### src/isa_pkg.sv
// Instruction set definitions for the 16-bit pipeline; stages pull them in with a wildcard import
`default_nettype none

package isa_pkg;

	// One data or address word
	typedef logic [15:0] word_t;

	// Register number, sixteen registers
	typedef logic [3:0] reg_index_t;

	// Opcodes, taken from bits 15..12
	typedef enum logic [3:0] {
		OPCODE_ADD    = 4'h0,
		OPCODE_SUB    = 4'h1,
		OPCODE_RED    = 4'h2,
		OPCODE_XOR    = 4'h3,
		OPCODE_SLL    = 4'h4,
		OPCODE_SRA    = 4'h5,
		OPCODE_ROR    = 4'h6,
		OPCODE_PADDSB = 4'h7,
		OPCODE_LW     = 4'h8,
		OPCODE_SW     = 4'h9,
		OPCODE_LHB    = 4'hA,
		OPCODE_LLB    = 4'hB,
		OPCODE_B      = 4'hC,
		OPCODE_BR     = 4'hD,
		OPCODE_PCS    = 4'hE,
		OPCODE_HLT    = 4'hF
	} opcode_t;

	// Branch conditions, bits 11..9 of B and BR
	typedef enum logic [2:0] {
		COND_NE       = 3'd0,
		COND_EQ       = 3'd1,
		COND_GT       = 3'd2,
		COND_LT       = 3'd3,
		COND_GE       = 3'd4,
		COND_LE       = 3'd5,
		COND_OVERFLOW = 3'd6,
		COND_ALWAYS   = 3'd7
	} cond_t;

	// Flags kept in execute
	typedef struct packed {
		logic zero;
		logic overflow;
		logic negative;
	} alu_flags_t;

	////////////////////////////////////////
	// Instruction field positions
	////////////////////////////////////////

	localparam int OPCODE_LSB = 12;
	localparam int DEST_LSB = 8;
	localparam int SRC1_LSB = 4;
	// Second source and 4-bit immediate share this field
	localparam int SRC2_LSB = 0;
	localparam int COND_LSB = 9;
	// Word offset of B, starts at bit 0
	localparam int OFFSET_WIDTH = 9;

	// Opcodes that end with a register write
	function automatic logic writes_reg(opcode_t opcode);
		case (opcode)
			OPCODE_ADD, OPCODE_SUB, OPCODE_XOR, OPCODE_SLL, OPCODE_SRA: return 1'b1;
			OPCODE_LW, OPCODE_LHB, OPCODE_LLB, OPCODE_PCS: return 1'b1;
			// Unsupported ops pass through as no-ops
			OPCODE_RED, OPCODE_ROR, OPCODE_PADDSB: return 1'b0;
			default: return 1'b0;
		endcase
	endfunction

endpackage

`default_nettype wire

### src/pipe_pkg.sv
// Payload structs carried between pipeline stages and to the data memory port
`default_nettype none

package pipe_pkg;

	// Fetch to decode
	typedef struct packed {
		logic valid;
		isa_pkg::word_t instruction;
		isa_pkg::word_t pc_plus_two;
	} if_id_t;

	// Decode to execute, sources already forwarded
	typedef struct packed {
		logic valid;
		isa_pkg::word_t instruction;
		isa_pkg::word_t pc_plus_two;
		isa_pkg::word_t src_data_1;
		isa_pkg::word_t src_data_2;
	} id_ex_t;

	// Execute to memory
	typedef struct packed {
		logic valid;
		isa_pkg::opcode_t opcode;
		isa_pkg::reg_index_t dest_reg;
		isa_pkg::word_t result;
		// Register value stored by SW
		isa_pkg::word_t store_data;
	} ex_mem_t;

	// Memory to writeback
	typedef struct packed {
		logic valid;
		isa_pkg::opcode_t opcode;
		isa_pkg::reg_index_t dest_reg;
		isa_pkg::word_t write_value;
	} mem_wb_t;

	// Data memory request, single cycle
	typedef struct packed {
		isa_pkg::word_t addr;
		isa_pkg::word_t wdata;
		logic rd;
		logic wr;
	} dmem_req_t;

	// Register write, also used for forwarding
	typedef struct packed {
		logic en;
		isa_pkg::reg_index_t dest_reg;
		isa_pkg::word_t value;
	} reg_write_t;

endpackage

`default_nettype wire

### src/pipeline_register.sv
// Stage register with hold and flush, instantiated once per stage with its payload type
`timescale 1ns/1ps
`default_nettype none

module pipeline_register #(
	parameter type payload_t = logic
) (
	input logic clk,
	input logic reset,
	input logic hold,
	input logic flush,
	input payload_t d,
	output payload_t q
);

	// Reset first, then flush, then hold
	always_ff @(posedge clk) begin
		if (reset) begin
			q <= '0;
		end else if (flush) begin
			// All-zero payload is a bubble, valid low
			q <= '0;
		end else if (!hold) begin
			q <= d;
		end
	end

endmodule

`default_nettype wire

### src/fetch_stage.sv
// Fetch stage holding the PC; drives the instruction address and hands the word to decode
`timescale 1ns/1ps
`default_nettype none

module fetch_stage #(
	parameter isa_pkg::word_t reset_pc = '0
) (
	input logic clk,
	input logic reset,
	input isa_pkg::word_t imem_data,
	input logic issue_hold,
	input logic redirect,
	input isa_pkg::word_t redirect_pc,
	output isa_pkg::word_t pc,
	output pipe_pkg::if_id_t if_out
);
	import isa_pkg::*;

	word_t pc_plus_two;
	logic halt_fetched;

	assign pc_plus_two = pc + 16'd2;

	// A fetched HLT parks the PC on itself
	assign halt_fetched = opcode_t'(imem_data[OPCODE_LSB +: 4]) == OPCODE_HLT;

	// Redirect beats both the issue hold and the halt stop
	always_ff @(posedge clk) begin
		if (reset) begin
			pc <= reset_pc;
		end else if (redirect) begin
			pc <= redirect_pc;
		end else if (!(issue_hold || halt_fetched)) begin
			pc <= pc_plus_two;
		end
	end

	// Word fetched in the redirect cycle is on the wrong path
	assign if_out.valid = ~redirect;
	assign if_out.instruction = imem_data;
	assign if_out.pc_plus_two = pc_plus_two;

endmodule

`default_nettype wire

### src/register_file.sv
// Sixteen-word register file for decode, with write-through and a hardwired zero register
`timescale 1ns/1ps
`default_nettype none

module register_file (
	input logic clk,
	input logic reset,
	input isa_pkg::reg_index_t src_reg_1,
	input isa_pkg::reg_index_t src_reg_2,
	input pipe_pkg::reg_write_t write,
	output isa_pkg::word_t src_data_1,
	output isa_pkg::word_t src_data_2
);
	import isa_pkg::*;

	word_t regs [16];

	// Writes to register 0 are dropped
	always_ff @(posedge clk) begin
		if (reset) begin
			for (int i = 0; i < 16; i++) begin
				regs[i] <= '0;
			end
		end else if (write.en && write.dest_reg != '0) begin
			regs[write.dest_reg] <= write.value;
		end
	end

	// Register 0 first, then same-cycle write, then array
	function automatic word_t read_port(reg_index_t src);
		if (src == '0) begin
			return '0;
		end
		if (write.en && write.dest_reg == src) begin
			return write.value;
		end
		return regs[src];
	endfunction

	assign src_data_1 = read_port(src_reg_1);
	assign src_data_2 = read_port(src_reg_2);

endmodule

`default_nettype wire

### src/decode_stage.sv
// Decode stage: IF/ID register, register read with forwarding, and the ID/EX register
`timescale 1ns/1ps
`default_nettype none

module decode_stage (
	input logic clk,
	input logic reset,
	input pipe_pkg::if_id_t if_in,
	input logic issue_hold,
	input logic redirect,
	input pipe_pkg::reg_write_t ex_fwd,
	input pipe_pkg::reg_write_t mem_fwd,
	input pipe_pkg::reg_write_t wb_write,
	output pipe_pkg::id_ex_t id_ex
);
	import isa_pkg::*;
	import pipe_pkg::*;

	if_id_t if_id;
	id_ex_t id_ex_d;
	opcode_t opcode;
	reg_index_t src_reg_1;
	reg_index_t src_reg_2;
	word_t reg_data_1;
	word_t reg_data_2;

	// Holds behind a B, BR or LW; a taken branch flushes it
	pipeline_register #(.payload_t(if_id_t)) if_id_register (
		.clk   (clk),
		.reset (reset),
		.hold  (issue_hold),
		.flush (redirect),
		.d     (if_in),
		.q     (if_id)
	);

	assign opcode = opcode_t'(if_id.instruction[OPCODE_LSB +: 4]);
	assign src_reg_1 = if_id.instruction[SRC1_LSB +: 4];

	// SW stores and LHB/LLB merge into the destination field register
	assign src_reg_2 = (opcode inside {OPCODE_SW, OPCODE_LHB, OPCODE_LLB}) ?
		if_id.instruction[DEST_LSB +: 4] : if_id.instruction[SRC2_LSB +: 4];

	register_file register_file_unit (
		.clk        (clk),
		.reset      (reset),
		.src_reg_1  (src_reg_1),
		.src_reg_2  (src_reg_2),
		.write      (wb_write),
		.src_data_1 (reg_data_1),
		.src_data_2 (reg_data_2)
	);

	// Youngest producer wins; nothing forwards into register 0
	function automatic word_t forward(reg_index_t src, word_t reg_data);
		if (src != '0 && ex_fwd.en && ex_fwd.dest_reg == src) begin
			return ex_fwd.value;
		end
		if (src != '0 && mem_fwd.en && mem_fwd.dest_reg == src) begin
			return mem_fwd.value;
		end
		return reg_data;
	endfunction

	assign id_ex_d.valid = if_id.valid;
	assign id_ex_d.instruction = if_id.instruction;
	assign id_ex_d.pc_plus_two = if_id.pc_plus_two;
	assign id_ex_d.src_data_1 = forward(src_reg_1, reg_data_1);
	assign id_ex_d.src_data_2 = forward(src_reg_2, reg_data_2);

	// Bubble goes in while execute resolves a B, BR or LW
	pipeline_register #(.payload_t(id_ex_t)) id_ex_register (
		.clk   (clk),
		.reset (reset),
		.hold  (1'b0),
		.flush (issue_hold),
		.d     (id_ex_d),
		.q     (id_ex)
	);

endmodule

`default_nettype wire

### src/alu.sv
// Combinational ALU for execute: add, subtract, xor, shifts and load/store address
`timescale 1ns/1ps
`default_nettype none

module alu (
	input isa_pkg::opcode_t opcode,
	input isa_pkg::word_t a,
	input isa_pkg::word_t b,
	input logic [3:0] imm,
	output isa_pkg::word_t result,
	output isa_pkg::alu_flags_t flags
);
	import isa_pkg::*;

	word_t sum;
	word_t diff;
	word_t mem_offset;
	logic add_overflow;
	logic sub_overflow;

	assign sum = a + b;
	assign diff = a - b;

	// Signed overflow, both wrap around
	assign add_overflow = (a[15] == b[15]) && (sum[15] != a[15]);
	assign sub_overflow = (a[15] != b[15]) && (diff[15] != a[15]);

	// Immediate counts words, so doubled and sign extended
	assign mem_offset = {{11{imm[3]}}, imm, 1'b0};

	always_comb begin
		case (opcode)
			OPCODE_ADD: result = sum;
			OPCODE_SUB: result = diff;
			OPCODE_XOR: result = a ^ b;
			OPCODE_SLL: result = a << imm;
			OPCODE_SRA: result = $signed(a) >>> imm;
			// Base is word aligned before the offset is added
			OPCODE_LW, OPCODE_SW: result = {a[15:1], 1'b0} + mem_offset;
			default: result = '0;
		endcase
	end

	// Execute decides which of these the opcode may update
	assign flags.zero = (result == '0);
	assign flags.overflow = (opcode == OPCODE_SUB) ? sub_overflow : add_overflow;
	assign flags.negative = result[15];

endmodule

`default_nettype wire

### src/execute_stage.sv
// Execute stage: ALU, result select, flags, branch resolution and the EX/MEM register
`timescale 1ns/1ps
`default_nettype none

module execute_stage (
	input logic clk,
	input logic reset,
	input pipe_pkg::id_ex_t id_ex,
	output logic issue_hold,
	output logic redirect,
	output isa_pkg::word_t redirect_pc,
	output pipe_pkg::reg_write_t ex_fwd,
	output pipe_pkg::ex_mem_t ex_mem
);
	import isa_pkg::*;
	import pipe_pkg::*;

	opcode_t opcode;
	reg_index_t dest_reg;
	word_t alu_result;
	word_t result;
	word_t branch_target;
	alu_flags_t alu_flags;
	alu_flags_t flags_q;
	cond_t cond;
	logic cond_true;
	logic is_branch;
	ex_mem_t ex_mem_d;

	assign opcode = opcode_t'(id_ex.instruction[OPCODE_LSB +: 4]);
	assign dest_reg = id_ex.instruction[DEST_LSB +: 4];

	alu alu_unit (
		.opcode (opcode),
		.a      (id_ex.src_data_1),
		.b      (id_ex.src_data_2),
		.imm    (id_ex.instruction[SRC2_LSB +: 4]),
		.result (alu_result),
		.flags  (alu_flags)
	);

	// Byte loads keep the other byte of the old destination
	always_comb begin
		case (opcode)
			OPCODE_LHB: result = {id_ex.instruction[7:0], id_ex.src_data_2[7:0]};
			OPCODE_LLB: result = {id_ex.src_data_2[15:8], id_ex.instruction[7:0]};
			OPCODE_PCS: result = id_ex.pc_plus_two;
			default: result = alu_result;
		endcase
	end

	////////////////////////////////////////
	// Flags register
	////////////////////////////////////////

	// ADD and SUB set all flags, logic and shifts only zero
	always_ff @(posedge clk) begin
		if (reset) begin
			flags_q <= '0;
		end else if (id_ex.valid && opcode inside {OPCODE_ADD, OPCODE_SUB}) begin
			flags_q <= alu_flags;
		end else if (id_ex.valid && opcode inside {OPCODE_XOR, OPCODE_SLL, OPCODE_SRA}) begin
			flags_q.zero <= alu_flags.zero;
		end
	end

	////////////////////////////////////////
	// Branch resolution
	////////////////////////////////////////

	assign cond = cond_t'(id_ex.instruction[COND_LSB +: 3]);

	always_comb begin
		case (cond)
			COND_NE: cond_true = ~flags_q.zero;
			COND_EQ: cond_true = flags_q.zero;
			COND_GT: cond_true = ~flags_q.zero & ~flags_q.negative;
			COND_LT: cond_true = flags_q.negative;
			COND_GE: cond_true = flags_q.zero | ~flags_q.negative;
			COND_LE: cond_true = flags_q.zero | flags_q.negative;
			COND_OVERFLOW: cond_true = flags_q.overflow;
			COND_ALWAYS: cond_true = 1'b1;
			default: cond_true = 1'b0;
		endcase
	end

	// Signed word offset from PC+2
	assign branch_target = id_ex.pc_plus_two + {{(15 - OFFSET_WIDTH){id_ex.instruction[OFFSET_WIDTH - 1]}},
		id_ex.instruction[OFFSET_WIDTH - 1:0], 1'b0};

	assign is_branch = opcode inside {OPCODE_B, OPCODE_BR};
	assign issue_hold = id_ex.valid && (is_branch || opcode == OPCODE_LW);
	assign redirect = id_ex.valid && is_branch && cond_true;
	assign redirect_pc = (opcode == OPCODE_BR) ? id_ex.src_data_1 : branch_target;

	// Load data is not known yet, LW forwards from memory instead
	assign ex_fwd.en = id_ex.valid && writes_reg(opcode) && opcode != OPCODE_LW;
	assign ex_fwd.dest_reg = dest_reg;
	assign ex_fwd.value = result;

	assign ex_mem_d.valid = id_ex.valid;
	assign ex_mem_d.opcode = opcode;
	assign ex_mem_d.dest_reg = dest_reg;
	assign ex_mem_d.result = result;
	assign ex_mem_d.store_data = id_ex.src_data_2;

	pipeline_register #(.payload_t(ex_mem_t)) ex_mem_register (
		.clk   (clk),
		.reset (reset),
		.hold  (1'b0),
		.flush (1'b0),
		.d     (ex_mem_d),
		.q     (ex_mem)
	);

endmodule

`default_nettype wire

### src/memory_writeback_stage.sv
// Memory and writeback stages: data memory access, MEM/WB register, register write and halt
`timescale 1ns/1ps
`default_nettype none

module memory_writeback_stage (
	input logic clk,
	input logic reset,
	input pipe_pkg::ex_mem_t ex_mem,
	input isa_pkg::word_t dmem_rdata,
	output pipe_pkg::dmem_req_t dmem_req,
	output pipe_pkg::reg_write_t mem_fwd,
	output pipe_pkg::reg_write_t wb_write,
	output logic hlt
);
	import isa_pkg::*;
	import pipe_pkg::*;

	word_t write_value;
	mem_wb_t mem_wb_d;
	mem_wb_t mem_wb;
	logic hlt_q;

	// ALU result doubles as the address
	assign dmem_req.addr = ex_mem.result;
	assign dmem_req.wdata = ex_mem.store_data;
	assign dmem_req.rd = ex_mem.valid && ex_mem.opcode == OPCODE_LW;
	assign dmem_req.wr = ex_mem.valid && ex_mem.opcode == OPCODE_SW;

	// Read data arrives in the same cycle
	assign write_value = (ex_mem.opcode == OPCODE_LW) ? dmem_rdata : ex_mem.result;

	assign mem_fwd.en = ex_mem.valid && writes_reg(ex_mem.opcode);
	assign mem_fwd.dest_reg = ex_mem.dest_reg;
	assign mem_fwd.value = write_value;

	assign mem_wb_d.valid = ex_mem.valid;
	assign mem_wb_d.opcode = ex_mem.opcode;
	assign mem_wb_d.dest_reg = ex_mem.dest_reg;
	assign mem_wb_d.write_value = write_value;

	pipeline_register #(.payload_t(mem_wb_t)) mem_wb_register (
		.clk   (clk),
		.reset (reset),
		.hold  (1'b0),
		.flush (1'b0),
		.d     (mem_wb_d),
		.q     (mem_wb)
	);

	////////////////////////////////////////
	// Writeback
	////////////////////////////////////////

	assign wb_write.en = mem_wb.valid && writes_reg(mem_wb.opcode);
	assign wb_write.dest_reg = mem_wb.dest_reg;
	assign wb_write.value = mem_wb.write_value;

	// Rises as HLT lands in writeback, then latched
	assign hlt = hlt_q | (mem_wb.valid && mem_wb.opcode == OPCODE_HLT);

	always_ff @(posedge clk) begin
		if (reset) begin
			hlt_q <= 1'b0;
		end else begin
			hlt_q <= hlt;
		end
	end

endmodule

`default_nettype wire

### src/cpu_top.sv
// Top level of the five-stage CPU, connecting the stages to instruction and data memory ports
`timescale 1ns/1ps
`default_nettype none

module cpu_top #(
	parameter isa_pkg::word_t reset_pc = '0
) (
	input logic clk,
	input logic reset,
	output isa_pkg::word_t imem_addr,
	input isa_pkg::word_t imem_data,
	output pipe_pkg::dmem_req_t dmem_req,
	input isa_pkg::word_t dmem_rdata,
	output logic hlt
);
	import isa_pkg::*;
	import pipe_pkg::*;

	// Forward path between stages
	if_id_t if_out;
	id_ex_t id_ex;
	ex_mem_t ex_mem;

	// Control and data flowing back from execute and writeback
	logic issue_hold;
	logic redirect;
	word_t redirect_pc;
	reg_write_t ex_fwd;
	reg_write_t mem_fwd;
	reg_write_t wb_write;

	////////////////////////////////////////
	// Stages
	////////////////////////////////////////

	// PC goes straight out as the instruction address
	fetch_stage #(.reset_pc(reset_pc)) fetch (
		.clk         (clk),
		.reset       (reset),
		.imem_data   (imem_data),
		.issue_hold  (issue_hold),
		.redirect    (redirect),
		.redirect_pc (redirect_pc),
		.pc          (imem_addr),
		.if_out      (if_out)
	);

	decode_stage decode (
		.clk        (clk),
		.reset      (reset),
		.if_in      (if_out),
		.issue_hold (issue_hold),
		.redirect   (redirect),
		.ex_fwd     (ex_fwd),
		.mem_fwd    (mem_fwd),
		.wb_write   (wb_write),
		.id_ex      (id_ex)
	);

	execute_stage execute (
		.clk         (clk),
		.reset       (reset),
		.id_ex       (id_ex),
		.issue_hold  (issue_hold),
		.redirect    (redirect),
		.redirect_pc (redirect_pc),
		.ex_fwd      (ex_fwd),
		.ex_mem      (ex_mem)
	);

	memory_writeback_stage memory_writeback (
		.clk        (clk),
		.reset      (reset),
		.ex_mem     (ex_mem),
		.dmem_rdata (dmem_rdata),
		.dmem_req   (dmem_req),
		.mem_fwd    (mem_fwd),
		.wb_write   (wb_write),
		.hlt        (hlt)
	);

endmodule

`default_nettype wire

### config.mk
export PLATFORM = sky130hd
export DESIGN_NAME = cpu_top
export DESIGN_NICKNAME = d
export VERILOG_FILES = /design/src/isa_pkg.sv /design/src/pipe_pkg.sv /design/src/pipeline_register.sv /design/src/fetch_stage.sv /design/src/register_file.sv /design/src/decode_stage.sv /design/src/alu.sv /design/src/execute_stage.sv /design/src/memory_writeback_stage.sv /design/src/cpu_top.sv
export SDC_FILE = /design/constraint.sdc
export NUM_CORES = 1
export LEC_CHECK = 0
export ABC_AREA = 1
export BUFFER_PORTS_ARGS = -buffer_cell sky130_fd_sc_hd__buf_2
export CORE_ASPECT_RATIO = 1.25
export CORE_MARGIN = 8
export CORE_UTILIZATION = 25
export DETAILED_ROUTE_END_ITERATION = 8
export GPL_ROUTABILITY_DRIVEN = 0
export PLACE_DENSITY_LB_ADDON = 0.05
export SLEW_MARGIN = 10
export SYNTH_ARGS = -nofsm -noshare
export SYNTH_HDL_FRONTEND = slang
export SYNTH_SLANG_ARGS = --single-unit
### constraint.sdc
create_clock -name clk -period 3.4 [get_ports clk]
set_input_delay 0.17 -clock clk [delete_from_list [all_inputs] [get_ports clk]]
set_output_delay 0.17 -clock clk [all_outputs]
set_load 0.01 [all_outputs]
Word level (Yosys, flattened, before mapping)
Memories as Yosys holds them, arrays and structs flattened. A register that Yosys moved wholly into a read port is not among the register bits.
Cells that the tools add are included.

storage, ports and cells
  flip-flop bits (word level) = 184
  memory bits (writable) = 256
  bits in read-only memories = 48
  bits of input ports = 34
  output and inout bits = 51
  word-level logic and storage cells = 174
  memories = 4

memories
  name                            depth  bits a word  read ports  clocked after memory_dff  write ports  RTL line             text
  decode.register_file_unit.regs  16     16           2           1                         16           register_file.sv:16  word_t regs [16];
  (no name shown)                 16     1            1           1                         0            isa_pkg.sv:66        case (opcode)
  (no name shown)                 16     1            1           1                         0            isa_pkg.sv:66
  (no name shown)                 16     1            1           1                         0            isa_pkg.sv:66

cells by class
  add/subtract/negate cells = 5
  equality and inequality tests = 37
  shift operators = 2
  mux-type cells = 52
  bitwise logic cells = 8
  reduce and logical (&&, ||, !) cells = 44

operators by type and width
  cell                                                             count
  16-bit two-way mux                                               21
  16-bit case mux with 6 select lines                              1
  4-bit == test, second input constant                             14
  16-bit adder                                                     3
  16-bit case mux with 3 select lines                              1
  4-bit two-way mux                                                7
  1-bit logical AND                                                25
  4-bit == test                                                    6
  1-bit two-way mux                                                21
  16-bit by 2-bit adder with 16-bit output, second input constant  1
  16-bit zero test                                                 1
  16-bit OR reduction                                              1
  16-bit by 4-bit left shift with 16-bit output                    1
  16-bit by 4-bit >>> shifter with 16-bit output                   1
  16-bit subtractor                                                1
  16-bit XOR                                                       1
  3-bit == test, second input constant                             4
  4-bit zero test                                                  3
  4-bit nonzero test                                               3
  4-bit by 3-bit == test with 1-bit output, second input constant  2
  1-bit case mux with 8 select lines                               1
  3-bit by 2-bit == test with 1-bit output, second input constant  2
  2-bit nonzero test                                               3
  3-bit nonzero test                                               2
  13 further kinds                                                 22

Depth between registers and ports, before layout
  depth in word-level cells = 11
  gate-level depth with buffers = 20
  gate-level depth less buffers = 19

Cells and area by module
Synthesis repeated with hierarchy kept, for this count alone.

unflattened totals
  cells, all modules = 5,078
  area, all modules = 32,035.7 µm²

by module, submodules not included
  module                                                instances  cells an instance  area each (µm²)  sequential area each (µm²)
  register_file                                         1          2,092              15,109.5         7,687.4
  alu                                                   1          978                4,768.3          0.0
  pipeline_register (decode.id_ex_register)             1          412                2,645.0          1,301.2
  execute_stage                                         1          357                1,778.0          60.1
  pipeline_register (execute.ex_mem_register)           1          260                1,742.9          820.8
  decode_stage                                          1          295                1,557.7          0.0
  pipeline_register (decode.if_id_register)             1          209                1,376.3          660.6
  fetch_stage                                           1          194                1,268.7          320.3
  pipeline_register (memory_writeback.mem_wb_register)  1          159                1,047.3          500.5
  memory_writeback_stage                                1          122                742.0            20.0

Worst setup path before layout
No wires, ideal clock.

  path kind = register to register
  start point = register decode.id_ex_register.q[49] (netlist name)
  end point = register fetch.pc[11]
  setup time = 70 ps
  data arrival time = 2,507 ps
  path slack = 823 ps
  cell stages (with the launch flop) = 13
  path buffers = 1
  path through = dfxtp_1 > clkinv_1 > clkbuf_1 > fa_1 > nand3b_1 > nand2_1 > a21oi_1 > o21ai_0 > a21boi_0 > or2_2 > nand3_1 > o211ai_1 > a21oi_1

on the way
  longest elaborated chain between the ends = 3

ends and longest elaborated chain
  element                   RTL line                 text
  start: declaration        pipeline_register.sv:13  output payload_t q
  start signal: assignment  pipeline_register.sv:19  q <= '0;
  start signal: assignment  pipeline_register.sv:22  q <= '0;
  start signal: assignment  pipeline_register.sv:24  q <= d;
  16-bit adder              execute_stage.sv:88      assign branch_target = id_ex.pc_plus_two + {{(15 - OFFSET_WIDTH){id_ex.instruction[OFFSET_WIDTH - 1]}},
  16-bit two-way mux        execute_stage.sv:94      assign redirect_pc = (opcode == OPCODE_BR) ? id_ex.src_data_1 : branch_target;
  16-bit two-way mux        fetch_stage.sv:31        end else if (redirect) begin
  end signal: assignment    fetch_stage.sv:30        pc <= reset_pc;
  end signal: assignment    fetch_stage.sv:32        pc <= redirect_pc;
  end signal: assignment    fetch_stage.sv:34        pc <= pc_plus_two;
  end: declaration          fetch_stage.sv:14        output isa_pkg::word_t pc,

No other way between the ends.
A chain may end at the register's enable or synchronous reset.

Final worst setup path
  start point = register decode.id_ex_register.q[16] (netlist name)
  end point = register execute.flags_q[2] (netlist name)

on the way
  longest elaborated chain between the ends = 5

ends and longest elaborated chain
  element                                    RTL line             text
  16-bit subtractor (tied with other cells)  alu.sv:22            assign diff = a - b;
  16-bit case mux with 6 select lines *      alu.sv:32            case (opcode)
  16-bit zero test *                         alu.sv:45            assign flags.zero = (result == '0);
  1-bit two-way mux                          execute_stage.sv:62  end else if (id_ex.valid && opcode inside {OPCODE_XOR, OPCODE_SLL, OPCODE_SRA}) begin
  1-bit two-way mux *                        execute_stage.sv:60  end else if (id_ex.valid && opcode inside {OPCODE_ADD, OPCODE_SUB}) begin
  end signal: assignment                     execute_stage.sv:61  flags_q <= alu_flags;
  end: declaration                           execute_stage.sv:24  alu_flags_t flags_q;

Every way passes the cells marked *; elsewhere a longest branch is shown, timed or not. The select of a mux whose other input is x is not followed.

==> flow_summary.ini <==
[status]
outcome = finished, final reports clean

[setup_path]
critical_path_class = flip-flop to flip-flop
cp_top_family = simple AND/OR/NAND/NOR gates
start_kind = flip-flop
worstSetupEndpointType = flip-flop
path_cells = ha_1 -> inv_1 -> fa_1 -> inv_1 -> nand2_1 -> nand2_1 -> nand2_1 -> nand3_1 -> nand3_1 -> nor2_1 -> nand2_1 -> inv_1 -> nand2_1 -> nor3_2 -> buf_4 -> nand4_1 -> a21oi_1
crit_buf_inv = 4
crit_arrival_ns = 3.66
crit_required_ns = 3.96
path_common_cell = nand2_1
slowest_delay_ns = 0.46
cp_max_fo = 6
slowest_stage = dfxtp_2

[global_routing]
grt-ovfl-total = 0
grt_usage_pct = 20.07
antenna_found_initial = 1
grt_max_degree = 70
grt_first_pass_wirelength_um = 179100
first_global_vias = 25443

[layout]
layout_common_cells = 829 x nand2_1, 534 x nor2_1, 381 x inv_1
mostFrequentLayoutCell = nand2_1
synthToLayoutAreaGrowth_pct = 17.39
layout-drive-gt1-share_pct = 9.599
antennaDiodeCount = 0
nNetsFinal = 3894
instances_no_fill = 5282

[route]
drt_iter0_drc = 1678
vias = 25502
dr.pass1.iters = 6
avgViaCountPerCell = 4.828
wire_per_inst_um = 23.62
drcViolationCount = 0
drtAntennaViolNets = 0
wl_um = 124800

[synth]
synth_top_family_by_area = simple AND/OR/NAND/NOR gates
synthSimpleGateAreaFrac_pct = 27.07
synthCells = 3718
synth_seq_area_share_pct = 42.44
yosys.area_share.xor_xnor_pct = 1.098
synth_area_per_cell_um2 = 7.295
synth_top_area_share_pct = 28.34
synth_edf_count = 256
yosysWarnings = 0
yosys.area.top_type = edfxtp_1
synth_fa_ha_area_share_pct = 3.017
synth-compound-area-share_pct = 15.95
synth.area.top_cells = edfxtp_1 28%, dfxtp_1 14%, nand2_1 11%, nor2_1 7.4%, nand3_1 6.5%
synth_area_mm2 = 0.02712
ys_ff_latch = 447
synthMuxAreaShare_pct = 0.4797
synthFlopType = edfxtp_1
async_flop_share_pct = 0
ys_types = 60

[placed_design]
port_buffers = 84
dp_slack_ns = 0.007935
dp.cells = 5151
post-dp-hpwl_um = 92810

[flow_run]
maxCapViolCount = 0

[timing]
rsz0062_at_grt = false
fin_crit_sh_pct = 91.27
slew_violations = 0
finalCriticalPeriod_ns = 3.103
final-hold-violation-count = 0
hold_ws_ns = 0.05429
finalSetupViolCount = 0
tns_ns = 0
clock_skew_ns = 0.01578
max_freq_mhz = 322.2
slew_headroom_pct = 33.25
setup_ws_ns = 0.2968
worst_pin_slew_ns = 0.9907

[pwr]
power.total_mw = 16.31
p_per_area_mw_per_mm2 = 512.2
vdd_ir_drop_max_v = 0.0003963
p_leak_nw = 13.35

[floorplanning]
die_h_um = 384.3
ios = 85
fp.dieW_um = 310.6
dieArea_mm2 = 0.1194
start_util_pct = 25.13
core_mm2 = 0.1079
std_cell_rows = 135

[clocking]
cts_sinks = 447
post_cts_buffers = 0
clk_path_buf_depth = 3
h-tree-depth = 2
path_clk_slew_ns = 0.06
cts_tree = done
cts-root-buf = clkbuf_16
numCtsBuffers = 56
clk_latency_ns = 0.64

[hold_path]
hp-class = primary input to flip-flop
## stage by stage
stage	instance area [µm²]	util, %
2_1_floorplan	27180	-
3_3_place_gp	29580	27.40
3_5_place_dp	29580	27.40
4_1_cts	31840	29.50
5_1_grt	31840	29.50
6_report	31840	29.50
## power by group
part | leakage [nW] | internal [mW] | total [mW] | switching (mW)
clock network | 0.976 | 3.96 | 6.61 | 2.64
registers | 4.20 | 5.99 | 6.23 | 0.240
logic | 8.17 | 1.03 | 3.48 | 2.45
## cells by family (layout without fill, tap and decap cells)
logic type / after synthesis / count (layout)
AO/OA/AOI/OAI: 720 / 720
XOR/XNOR: 34 / 34
adder cells (fa/ha/maj): 63 / 63
buffers and inverters: 656 / 767
flip-flops: 447 / 447
multiplexers: 13 / 13
other: 1 / 16
AND/OR/NAND/NOR: 1784 / 1784
## path summary, 6_finish.rpt
path         slack, ns                               startpoint  depth (start not counted)                                               end
min               0.05                            dmem_rdata[3]                          3  memory_writeback.mem_wb_register.q[3]$_SDFF_PP0_
max reg2reg       0.30   decode.id_ex_register.q[16]$_SDFF_PP0_                         17                   execute.flags_q[2]$_SDFFE_PP0P_
min reg2reg       0.43  decode.if_id_register.q[5]$_SDFFE_PP0N_                          2            decode.id_ex_register.q[37]$_SDFF_PP0_
max               0.30   decode.id_ex_register.q[16]$_SDFF_PP0_                         17                   execute.flags_q[2]$_SDFFE_PP0P_
## cell usage after synthesis, types with 4 or more instances
library cell    n
ha_1           59
o22ai_1        19
xnor2_1        11
o21ai_1         5
a211oi_1       11
buf_4          38
xor2_1         23
nand3b_1        7
or2_2          11
a221oi_1        5
nor3_1         16
buf_2          57
inv_2           4
nand2_1       829
inv_1         383
nand2_2         5
nand4_1        14
nor2_1        537
clkinv_1       13
o31ai_1        13
buf_1          23
mux2i_1        13
nand3_1       350
o211ai_1      181
dfxtp_1       191
edfxtp_1      256
fa_1            4
o21ai_0       183
clkbuf_1      134
a21oi_1       242
a31o_2          4
a31oi_1        29
and2_1          5
## layout make-up
type / instances / area, µm²
clock buffers: 75 / 1544
clock inverters: 30 / 452.9
fillers: 11785 / 76090
inverters: 400 / 1504
multi-input cells: 2630 / 13020
flip-flops and latches: 447 / 11520
well taps: 1438 / 1799
repair buffers: 262 / 1999
## routing by layer
layer / GRT usage, % / share of wire, % / wire length [µm] / vias to the layer above
li1: - / - / - / 12507
met1: 23.68 / 41 / 51560 / 12204
met2: 37.12 / 51 / 63730 / 604
met3: 2.170 / 3.5 / 4345 / 187
met4: 7.654 / 4.1 / 5125 / 0
met5: 0 / 0 / 0 / -
## worst reg2reg max path, cell delays in order, from the launching register on
cell,delay [ns]
dfxtp_2,0.46
ha_1,0.28
inv_1,0.08
fa_1,0.45
inv_1,0.16
nand2_1,0.11
nand2_1,0.19
nand2_1,0.08
nand3_1,0.08
nand3_1,0.12
nor2_1,0.11
nand2_1,0.06
inv_1,0.07
nand2_1,0.07
nor3_2,0.31
buf_4,0.18
nand4_1,0.07
a21oi_1,0.15
## registers in the layout, summed over array words and instances (netlist names), named ones only
signal,count
decode.id_ex_register.q,65
decode.register_file_unit.regs,256
execute.ex_mem_register.q,41
fetch.pc,16
decode.if_id_register.q,33
execute.flags_q,3
memory_writeback.mem_wb_register.q,25
memory_writeback.hlt_q,1
## timing repair
action / in CTS / in global routing
hold buffers: 26 / 0
resized for setup: 1 / 1
endpoints found under the hold margin: 41 / 0
endpoints found under the setup margin: 1 / 1
No activity file was read; power rests on OpenSTA's default activity.
